[src/logic/prof_consts.svh]
`ifndef PROF_CONSTS_SVH
`define PROF_CONSTS_SVH

// Counter and record value width
`define PROF_CNT_WIDTH 32

// Counter bank sizes
`define PROF_NUM_STALL 8
`define PROF_NUM_EVENT 8
`define PROF_NUM_CNT   16

// Initial and maximum readout credits
`define PROF_CREDITS 4

// CSR port
`define PROF_CSR_WIDTH 2
`define PROF_CSR_CTRL  2'd0
`define PROF_CSR_SNAP  2'd1

`endif

[src/logic/prof_pkg.sv]
`include "prof_consts.svh"

package prof_pkg;

  // Stall causes, highest priority first; value is also the counter index
  typedef enum logic [2:0] {
    e_stall_ic_miss     = 3'd0,
    e_stall_br_ovr      = 3'd1,
    e_stall_mispredict  = 3'd2,
    e_stall_control_haz = 3'd3,
    e_stall_data_haz    = 3'd4,
    e_stall_struct_haz  = 3'd5,
    e_stall_dc_miss     = 3'd6,
    e_stall_unknown     = 3'd7
  } stall_cause_e;

  // Pipeline status seen at commit
  typedef struct packed {
    logic instret;
    logic ic_valid;
    logic ic_ready;
    logic dc_valid;
    logic dc_ready;
    logic br_ovr;
    logic mispredict;
    logic control_haz;
    logic data_haz;
    logic struct_haz;
  } core_sig_s;

  // Memory side status, AXI handshakes plus L2 serving flags
  typedef struct packed {
    logic arvalid;
    logic arready;
    logic rlast;
    logic awvalid;
    logic awready;
    logic bvalid;
    logic l2_serving_dc;
    logic l2_serving_evict;
  } mem_sig_s;

  typedef struct packed {
    logic en;
    logic freeze;
  } prof_cfg_s;

  localparam int unsigned rec_idx_w = $clog2(`PROF_NUM_CNT);

  typedef struct packed {
    logic [rec_idx_w-1:0]       idx;
    logic [`PROF_CNT_WIDTH-1:0] value;
  } prof_rec_s;

  // Event counter indexes, following the 8 stall counters
  localparam int unsigned mcycle_idx       = 8;
  localparam int unsigned minstret_idx     = 9;
  localparam int unsigned ic_req_idx       = 10;
  localparam int unsigned ic_miss_idx      = 11;
  localparam int unsigned dc_miss_idx      = 12;
  localparam int unsigned dma_ic_idx       = 13;
  localparam int unsigned dma_dc_fetch_idx = 14;
  localparam int unsigned dma_dc_evict_idx = 15;

endpackage

[src/logic/stall_classifier.sv]
module stall_classifier (
  input  prof_pkg::core_sig_s    core_i,
  output logic                   stall_v_o,
  output prof_pkg::stall_cause_e cause_o
);

  logic ic_miss;
  logic dc_miss;

  // A cycle without retirement is a stall
  assign stall_v_o = ~core_i.instret;

  // Cache misses show up as ready low
  assign ic_miss = ~core_i.ic_ready;
  assign dc_miss = ~core_i.dc_ready;

  // Fixed priority, front end first
  always_comb begin
    if (ic_miss) begin
      cause_o = prof_pkg::e_stall_ic_miss;
    end else if (core_i.br_ovr) begin
      cause_o = prof_pkg::e_stall_br_ovr;
    end else if (core_i.mispredict) begin
      cause_o = prof_pkg::e_stall_mispredict;
    end else if (core_i.control_haz) begin
      cause_o = prof_pkg::e_stall_control_haz;
    end else if (core_i.data_haz) begin
      cause_o = prof_pkg::e_stall_data_haz;
    end else if (core_i.struct_haz) begin
      cause_o = prof_pkg::e_stall_struct_haz;
    end else if (dc_miss) begin
      cause_o = prof_pkg::e_stall_dc_miss;
    end else begin
      // Nothing we know of
      cause_o = prof_pkg::e_stall_unknown;
    end
  end

endmodule

[src/logic/dma_tracker.sv]
module dma_tracker (
  input  logic               clk_i,
  input  logic               reset_i,
  input  prof_pkg::mem_sig_s mem_i,
  output logic               dma_ic_o,
  output logic               dma_dc_fetch_o,
  output logic               dma_dc_evict_o
);

  // Source tags
  localparam logic [1:0] src_ic       = 2'b00;
  localparam logic [1:0] src_dc_fetch = 2'b01;
  localparam logic [1:0] src_dc_evict = 2'b10;

  logic       rd_acc;
  logic       wr_acc;
  logic [1:0] acc_src;
  logic       rd_pend_r;
  logic       wr_pend_r;
  logic [1:0] rd_src_r;
  logic [1:0] wr_src_r;
  logic       rd_pend;
  logic       wr_pend;
  logic [1:0] rd_src;
  logic [1:0] wr_src;

  assign rd_acc  = mem_i.arvalid & mem_i.arready;
  assign wr_acc  = mem_i.awvalid & mem_i.awready;
  assign acc_src = mem_i.l2_serving_dc ? (mem_i.l2_serving_evict ? src_dc_evict : src_dc_fetch)
                                       : src_ic;

  // Pending flags, new acceptance wins over completion
  always_ff @(posedge clk_i) begin
    if (reset_i) begin
      rd_pend_r <= 1'b0;
      wr_pend_r <= 1'b0;
    end else begin
      if (rd_acc | mem_i.rlast) rd_pend_r <= rd_acc;
      if (wr_acc | mem_i.bvalid) wr_pend_r <= wr_acc;
    end
  end

  always_ff @(posedge clk_i) begin
    if (rd_acc) rd_src_r <= acc_src;
    if (wr_acc) wr_src_r <= acc_src;
  end

  // Bypass so the acceptance cycle already counts
  assign rd_pend = rd_acc | rd_pend_r;
  assign wr_pend = wr_acc | wr_pend_r;
  assign rd_src  = rd_acc ? acc_src : rd_src_r;
  assign wr_src  = wr_acc ? acc_src : wr_src_r;

  assign dma_ic_o       = (rd_pend & (rd_src == src_ic)) | (wr_pend & (wr_src == src_ic));
  assign dma_dc_fetch_o = (rd_pend & (rd_src == src_dc_fetch))
                        | (wr_pend & (wr_src == src_dc_fetch));
  assign dma_dc_evict_o = (rd_pend & (rd_src == src_dc_evict))
                        | (wr_pend & (wr_src == src_dc_evict));

endmodule

[src/logic/counter_bank.sv]
`include "prof_consts.svh"

module counter_bank #(
  parameter int unsigned NUM_CNT = 8
) (
  input  logic                                      clk_i,
  input  logic                                      reset_i,
  input  prof_pkg::prof_cfg_s                       cfg_i,
  input  logic [NUM_CNT-1:0]                        up_i,
  output logic [NUM_CNT-1:0][`PROF_CNT_WIDTH-1:0]   count_o
);

  logic [NUM_CNT-1:0][`PROF_CNT_WIDTH-1:0] cnt_r;

  // Freeze clears, then en gates the increments
  always_ff @(posedge clk_i) begin
    if (reset_i | cfg_i.freeze) begin
      cnt_r <= '0;
    end else if (cfg_i.en) begin
      for (int i = 0; i < NUM_CNT; i++) begin
        // Wraps at 2^width
        if (up_i[i]) begin
          cnt_r[i] <= cnt_r[i] + 1'b1;
        end
      end
    end
  end

  assign count_o = cnt_r;

endmodule

[src/logic/prof_csr.sv]
`include "prof_consts.svh"

module prof_csr (
  input  logic                       clk_i,
  input  logic                       reset_i,
  input  logic                       csr_we_i,
  input  logic [`PROF_CSR_WIDTH-1:0] csr_addr_i,
  input  logic [`PROF_CSR_WIDTH-1:0] csr_wdata_i,
  output prof_pkg::prof_cfg_s        cfg_o,
  output logic                       snap_o
);

  prof_pkg::prof_cfg_s cfg_r;
  logic                snap_r;
  logic                ctrl_we;
  logic                snap_we;

  assign ctrl_we = csr_we_i & (csr_addr_i == `PROF_CSR_CTRL);
  assign snap_we = csr_we_i & (csr_addr_i == `PROF_CSR_SNAP);

  // Control register, bit 0 en and bit 1 freeze
  always_ff @(posedge clk_i) begin
    if (reset_i) begin
      cfg_r <= '0;
    end else if (ctrl_we) begin
      cfg_r.en     <= csr_wdata_i[0];
      cfg_r.freeze <= csr_wdata_i[1];
    end
  end

  // Snapshot strobe, high for the cycle after the write
  always_ff @(posedge clk_i) begin
    if (reset_i) begin
      snap_r <= 1'b0;
    end else begin
      snap_r <= snap_we;
    end
  end

  assign cfg_o  = cfg_r;
  assign snap_o = snap_r;

endmodule

[src/logic/prof_readout.sv]
`include "prof_consts.svh"

module prof_readout (
  input  logic                                            clk_i,
  input  logic                                            reset_i,
  input  logic                                            snap_i,
  input  logic                                            credit_i,
  input  logic [`PROF_NUM_CNT-1:0][`PROF_CNT_WIDTH-1:0]   counts_i,
  output logic                                            rec_v_o,
  output prof_pkg::prof_rec_s                             rec_o,
  output logic                                            busy_o
);

  localparam int unsigned cred_w = $clog2(`PROF_CREDITS + 1);
  localparam logic [cred_w-1:0] cred_max = cred_w'(`PROF_CREDITS);
  localparam logic [prof_pkg::rec_idx_w-1:0] last_idx = prof_pkg::rec_idx_w'(`PROF_NUM_CNT - 1);

  logic [`PROF_NUM_CNT-1:0][`PROF_CNT_WIDTH-1:0] snap_q;
  logic [prof_pkg::rec_idx_w-1:0]                idx_r;
  logic [cred_w-1:0]                             credits_r;
  logic                                          busy_r;
  logic                                          take_snap;

  // Snapshot only when idle
  assign take_snap = snap_i & ~busy_r;

  always_ff @(posedge clk_i) begin
    if (take_snap) begin
      snap_q <= counts_i;
    end
  end

  // Walk the index through the latched counters
  always_ff @(posedge clk_i) begin
    if (reset_i) begin
      busy_r <= 1'b0;
      idx_r  <= '0;
    end else if (take_snap) begin
      busy_r <= 1'b1;
      idx_r  <= '0;
    end else if (rec_v_o) begin
      if (idx_r == last_idx) begin
        busy_r <= 1'b0;
      end
      idx_r <= idx_r + 1'b1;
    end
  end

  // Credit counter, saturates at the maximum
  always_ff @(posedge clk_i) begin
    if (reset_i) begin
      credits_r <= cred_max;
    end else begin
      case ({credit_i, rec_v_o})
        2'b10: begin
          if (credits_r != cred_max) begin
            credits_r <= credits_r + 1'b1;
          end
        end
        2'b01: credits_r <= credits_r - 1'b1;
        default: credits_r <= credits_r;
      endcase
    end
  end

  // One record per cycle while credit lasts
  assign rec_v_o     = busy_r & (credits_r != '0);
  assign rec_o.idx   = idx_r;
  assign rec_o.value = snap_q[idx_r];
  assign busy_o      = busy_r;

endmodule

[src/logic/commit_profiler.sv]
`include "prof_consts.svh"

module commit_profiler (
  input  logic                       clk_i,
  input  logic                       reset_i,
  input  prof_pkg::core_sig_s        core_i,
  input  prof_pkg::mem_sig_s         mem_i,
  input  logic                       csr_we_i,
  input  logic [`PROF_CSR_WIDTH-1:0] csr_addr_i,
  input  logic [`PROF_CSR_WIDTH-1:0] csr_wdata_i,
  input  logic                       credit_i,
  output logic                       rec_v_o,
  output prof_pkg::prof_rec_s        rec_o,
  output logic                       busy_o
);

  localparam int unsigned ev_base = `PROF_NUM_STALL;

  prof_pkg::prof_cfg_s    cfg;
  logic                   snap;
  logic                   stall_v;
  prof_pkg::stall_cause_e cause;
  logic                   dma_ic;
  logic                   dma_dc_fetch;
  logic                   dma_dc_evict;
  logic                   ic_ready_r;
  logic                   dc_ready_r;
  logic [`PROF_NUM_STALL-1:0] stall_up;
  logic [`PROF_NUM_EVENT-1:0] event_up;
  logic [`PROF_NUM_STALL-1:0][`PROF_CNT_WIDTH-1:0] stall_counts;
  logic [`PROF_NUM_EVENT-1:0][`PROF_CNT_WIDTH-1:0] event_counts;
  logic [`PROF_NUM_CNT-1:0][`PROF_CNT_WIDTH-1:0]   counts;

  stall_classifier classifier (.core_i(core_i), .stall_v_o(stall_v), .cause_o(cause));

  dma_tracker dma (
    .clk_i(clk_i), .reset_i(reset_i), .mem_i(mem_i),
    .dma_ic_o(dma_ic), .dma_dc_fetch_o(dma_dc_fetch), .dma_dc_evict_o(dma_dc_evict)
  );

  prof_csr csr (
    .clk_i(clk_i), .reset_i(reset_i), .csr_we_i(csr_we_i), .csr_addr_i(csr_addr_i),
    .csr_wdata_i(csr_wdata_i), .cfg_o(cfg), .snap_o(snap)
  );

  // Previous ready for miss edge detection
  always_ff @(posedge clk_i) begin
    if (reset_i) begin
      ic_ready_r <= 1'b0;
      dc_ready_r <= 1'b0;
    end else begin
      ic_ready_r <= core_i.ic_ready;
      dc_ready_r <= core_i.dc_ready;
    end
  end

  // One-hot stall cause
  always_comb begin
    stall_up = '0;
    stall_up[cause] = stall_v;
  end

  assign event_up[prof_pkg::mcycle_idx - ev_base]       = 1'b1;
  assign event_up[prof_pkg::minstret_idx - ev_base]     = core_i.instret;
  assign event_up[prof_pkg::ic_req_idx - ev_base]       = core_i.ic_valid & core_i.ic_ready;
  assign event_up[prof_pkg::ic_miss_idx - ev_base]      = ~core_i.ic_ready & ic_ready_r;
  assign event_up[prof_pkg::dc_miss_idx - ev_base]      = ~core_i.dc_ready & dc_ready_r;
  assign event_up[prof_pkg::dma_ic_idx - ev_base]       = dma_ic;
  assign event_up[prof_pkg::dma_dc_fetch_idx - ev_base] = dma_dc_fetch;
  assign event_up[prof_pkg::dma_dc_evict_idx - ev_base] = dma_dc_evict;

  counter_bank #(.NUM_CNT(`PROF_NUM_STALL)) stall_cnt (
    .clk_i(clk_i), .reset_i(reset_i), .cfg_i(cfg), .up_i(stall_up), .count_o(stall_counts)
  );

  counter_bank #(.NUM_CNT(`PROF_NUM_EVENT)) event_cnt (
    .clk_i(clk_i), .reset_i(reset_i), .cfg_i(cfg), .up_i(event_up), .count_o(event_counts)
  );

  // Stall counters take the low indexes
  assign counts = {event_counts, stall_counts};

  prof_readout readout (
    .clk_i(clk_i), .reset_i(reset_i), .snap_i(snap), .credit_i(credit_i), .counts_i(counts),
    .rec_v_o(rec_v_o), .rec_o(rec_o), .busy_o(busy_o)
  );

endmodule

[config.mk]
export PLATFORM = sky130hd
export DESIGN_NAME = commit_profiler
export DESIGN_NICKNAME = d
export VERILOG_FILES = /design/src/logic/prof_pkg.sv /design/src/logic/stall_classifier.sv /design/src/logic/dma_tracker.sv /design/src/logic/counter_bank.sv /design/src/logic/prof_csr.sv /design/src/logic/prof_readout.sv /design/src/logic/commit_profiler.sv
export VERILOG_INCLUDE_DIRS = /design/src /design/src/logic
export SDC_FILE = /design/constraint.sdc
export NUM_CORES = 2
export LEC_CHECK = 0
export ABC_AREA = 1
export BUFFER_PORTS_ARGS = -buffer_cell sky130_fd_sc_hd__buf_4
export CAP_MARGIN = 5
export CORE_AREA = 2 2 335 337
export DETAILED_ROUTE_END_ITERATION = 8
export DIE_AREA = 0 0 337 339
export GPL_ROUTABILITY_DRIVEN = 0
export GPL_TIMING_DRIVEN = 1
export HOLD_SLACK_MARGIN = 0.08
export PLACE_DENSITY = 0.61
export SYNTH_ARGS = -nofsm -noshare
export SYNTH_HDL_FRONTEND = slang
export SYNTH_SLANG_ARGS = --single-unit
[constraint.sdc]
create_clock -name clk_i -period 11.4 [get_ports clk_i]
set_input_delay 0.57 -clock clk_i [delete_from_list [all_inputs] [get_ports clk_i]]
set_output_delay 0.57 -clock clk_i [all_outputs]
set_load 0.005 [all_outputs]
==> results.sh <==
export IMPL_status="finished clean"
export IMPL_ff2ff_path_depth=5
export IMPL_cp_required_ps=10830
export IMPL_antenna_found_initial=2
export IMPL_nets=6306
export IMPL_ir_drop_uv=124
export IMPL_fin_skew_ps=26.1
export IMPL_synth_edf_count=512
export IMPL_holdPathStages=3
export IMPL_die_w_um=337
export IMPL_max_slew_margin=0.254
export IMPL_pin_count=64
export IMPL_synth_top_area_cell="edfxtp_1"
export IMPL_n_antenna_cell=0
export IMPL_ctsHtreeMaxLevel=3
export IMPL_fin_tns_setup_ps=0
export IMPL_dr_total_vias=42500
export IMPL_min_delay_start="csr_wdata_i[0]"
export IMPL_max_cap_violations=0
export IMPL_slew_violations=0
export IMPL_synthXorXnorAreaFrac=0.0221
export IMPL_syn_to_final_growth_pct=11.1
export IMPL_drive_gt1_frac=0.0531
export IMPL_dr_pass1_iters=8
export IMPL_clkTransAtPathRegs_ps=60
export IMPL_overflow=0
export IMPL_syn_avg_cell_area_um2=7.90
export IMPL_cts_buffers=113
export IMPL_hold_end="csr.cfg_o[1]"
export IMPL_yosysTopAreaCellShare=0.310
export IMPL_r2r_end="readout.snap_q[79]"
export IMPL_cts_buffer_depth=3
export IMPL_ant_nets=0
export IMPL_die_area_um2=114000
export IMPL_ys_flop_type="dfxtp_1"
export IMPL_synth_nets=6316
export IMPL_final_area_um2=55000
export IMPL_cts_tree="yes"
export IMPL_grt_max_degree=164
export IMPL_dpl_cell_area_um2=51200
export IMPL_holdWs_ps=138
export IMPL_portBuffers=62
export IMPL_synth_compound_area_frac=0.100
export IMPL_crit_type="reg -> out"
export IMPL_grt_pass1_wl_um=228000
export IMPL_row_count=122
export IMPL_clock_latency_ps=720
export IMPL_ys_top_cells_by_area="edfxtp_1 31%, dfxtp_1 21%, nand2_1 13%, nor2_1 9.0%, o21ai_0 3.7%"
export IMPL_start_util=0.449
export IMPL_final_common_cell="nand2_1"
export IMPL_regToRegStartpoint="readout.busy_o"
export IMPL_fp_dieH_um=339
export IMPL_ctsRootBufferMaster="clkbuf_16"
export IMPL_synth_top_family_by_area="simple AND/OR/NAND/NOR gates"
export IMPL_fmax_ghz=0.207
export IMPL_rsz0062_at_grt="no"
export IMPL_clock_sinks=1043
export IMPL_yosysUniqueCellTypes=50
export IMPL_min_path_type="in -> reg"
export IMPL_drtIter0Drc=4719
export IMPL_wl_um=151000
export IMPL_wl_per_cell_um=19.2
export IMPL_synthCells=6272
export IMPL_startpoint_type="flop"
export IMPL_grt_util_all_layers=0.259
export IMPL_power_leakage_nw=17.9
export IMPL_synthMuxAreaShare=0
export IMPL_pwr_density_cell_nw_per_um2=146
export IMPL_dpl_hpwl_um=106000
export IMPL_hold_viol=0
export IMPL_viasPerCell=5.41
export IMPL_setup_violations=0
export IMPL_yosysSeqAreaShare=0.525
export IMPL_cp_max_fo=117
export IMPL_core_area_um2=110000
export IMPL_netlist_area_um2=49600
export IMPL_grt_pass1_vias=38100
export IMPL_ys_ff_latch=1043
export IMPL_async_flop_share=0
export IMPL_crit_path_end_kind="output port"
export IMPL_yosys_area_share_adder=0.00470
export IMPL_synthSimpleGateAreaFrac=0.299
export IMPL_post_route_min_period_ps=4820
export IMPL_reg2reg_slack_ps=7810
export IMPL_drc=0
export IMPL_final_cell_mix="1,715 x nand2_1, 1,185 x nor2_1, 528 x dfxtp_1"
export IMPL_fin_crit_sh=0.423
export IMPL_ys_warn_count=0
export IMPL_cp_arrival_ps=4250
export IMPL_worstMarginPinSlew_ps=1120
## per-stage QoR
stage | util | setup slack [ps] | std cells | power (mW)
final | 0.499 | 6580 | 7849 | 8.05
after floorplan | - | 192 | 6272 | 4.23
after CTS | 0.499 | 6690 | 7849 | 8.10
after global placement | 0.464 | 7500 | 7630 | 4.36
after global routing | 0.499 | 6350 | 7849 | 8.27
after detailed placement | 0.464 | 7460 | 7630 | 4.36
## cell usage after synthesis (6+ instances only)
library cell and number:
o221ai_1 58, buf_6 7, nor3b_1 6, nor2_4 12
nor4_1 7, xor2_1 85, ha_1 17, edfxtp_1 512
nor2_1 1187, and3_1 9, nor3_1 80, buf_4 15
nand3_1 335, clkbuf_1 144, o21ai_0 363, o21a_1 21
inv_2 11, nand4_1 87, o22ai_1 70, xnor2_1 40
buf_1 16, nor2_2 17, o21bai_1 7, nand2_1 1715
dfxtp_1 531, buf_2 32, a31oi_1 20, o211ai_1 6
inv_1 385, nand3b_1 84, a21oi_1 345
## cells by family (layout without fill, tap and decap cells)
logic type               count (synthesis)  count (layout)
AO/OA/AOI/OAI                          904             904
XOR/XNOR                               125             125
adder cells (fa/ha/maj)                 18              18
buffers and inverters                  615             704
flip-flops                            1043            1043
AND/OR/NAND/NOR                       3567            3567
## layer usage
layer / GRT usage / wire length [um]
met3: 0.0502 / 12200
met5: 0 / 0
met4: 0.0881 / 5070
met2: 0.395 / 66100
met1: 0.368 / 67600
## sequential cells by signal, indices dropped and copies added (netlist names), 2 cells and up
name and cells:
csr.cfg_o 2, dma.rd_src_r 2, dma.wr_src_r 2, event_cnt.count_o 256
readout.credits_r 3, readout.idx_r 4, readout.snap_q 512, stall_cnt.count_o 256
## power by group
group	switching [mW]	internal (mW)
registers	0.0330	3.95
clock network	1.56	2.20
logic	0.233	0.0694
total	1.83	6.22
## how the worst max path moves through the flow
stage | from | endpoint | cells after the start
3_3_place_gp | readout.idx_r[0] | rec_o[18] | 7
6_report | readout.idx_r[0] | rec_o[18] | 7
3_5_place_dp | readout.idx_r[0] | rec_o[30] | 7
5_1_grt | readout.idx_r[0] | rec_o[30] | 7
4_1_cts | readout.idx_r[0] | rec_o[30] | 7
2_1_floorplan | readout.busy_o | readout.snap_q[0] | 3
## area by class of cell
type,count,area (um2)
clock buffer,171,3370
timing repair buffer,89,706
sequential,1043,26000
inverter,401,1530
clock inverter,43,453
tap,1488,1860
fill,10700,55300
multi-input combinational,4614,21100
## worst max-delay path, stage by stage (launching register included)
cell	delay (ps)
dfxtp_4	770
inv_6	450
buf_4	500
o21ai_0	260
o22ai_1	170
o211ai_1	700
nand3_1	360
buf_4	250
## repair_timing
action                                 in CTS  in global routing
buffers inserted                            0                  0
gates resized for setup                     0                  0
endpoints found under the hold margin       4                  0
hold buffers                                5                  0
No activity file was read; power rests on OpenSTA's default activity.
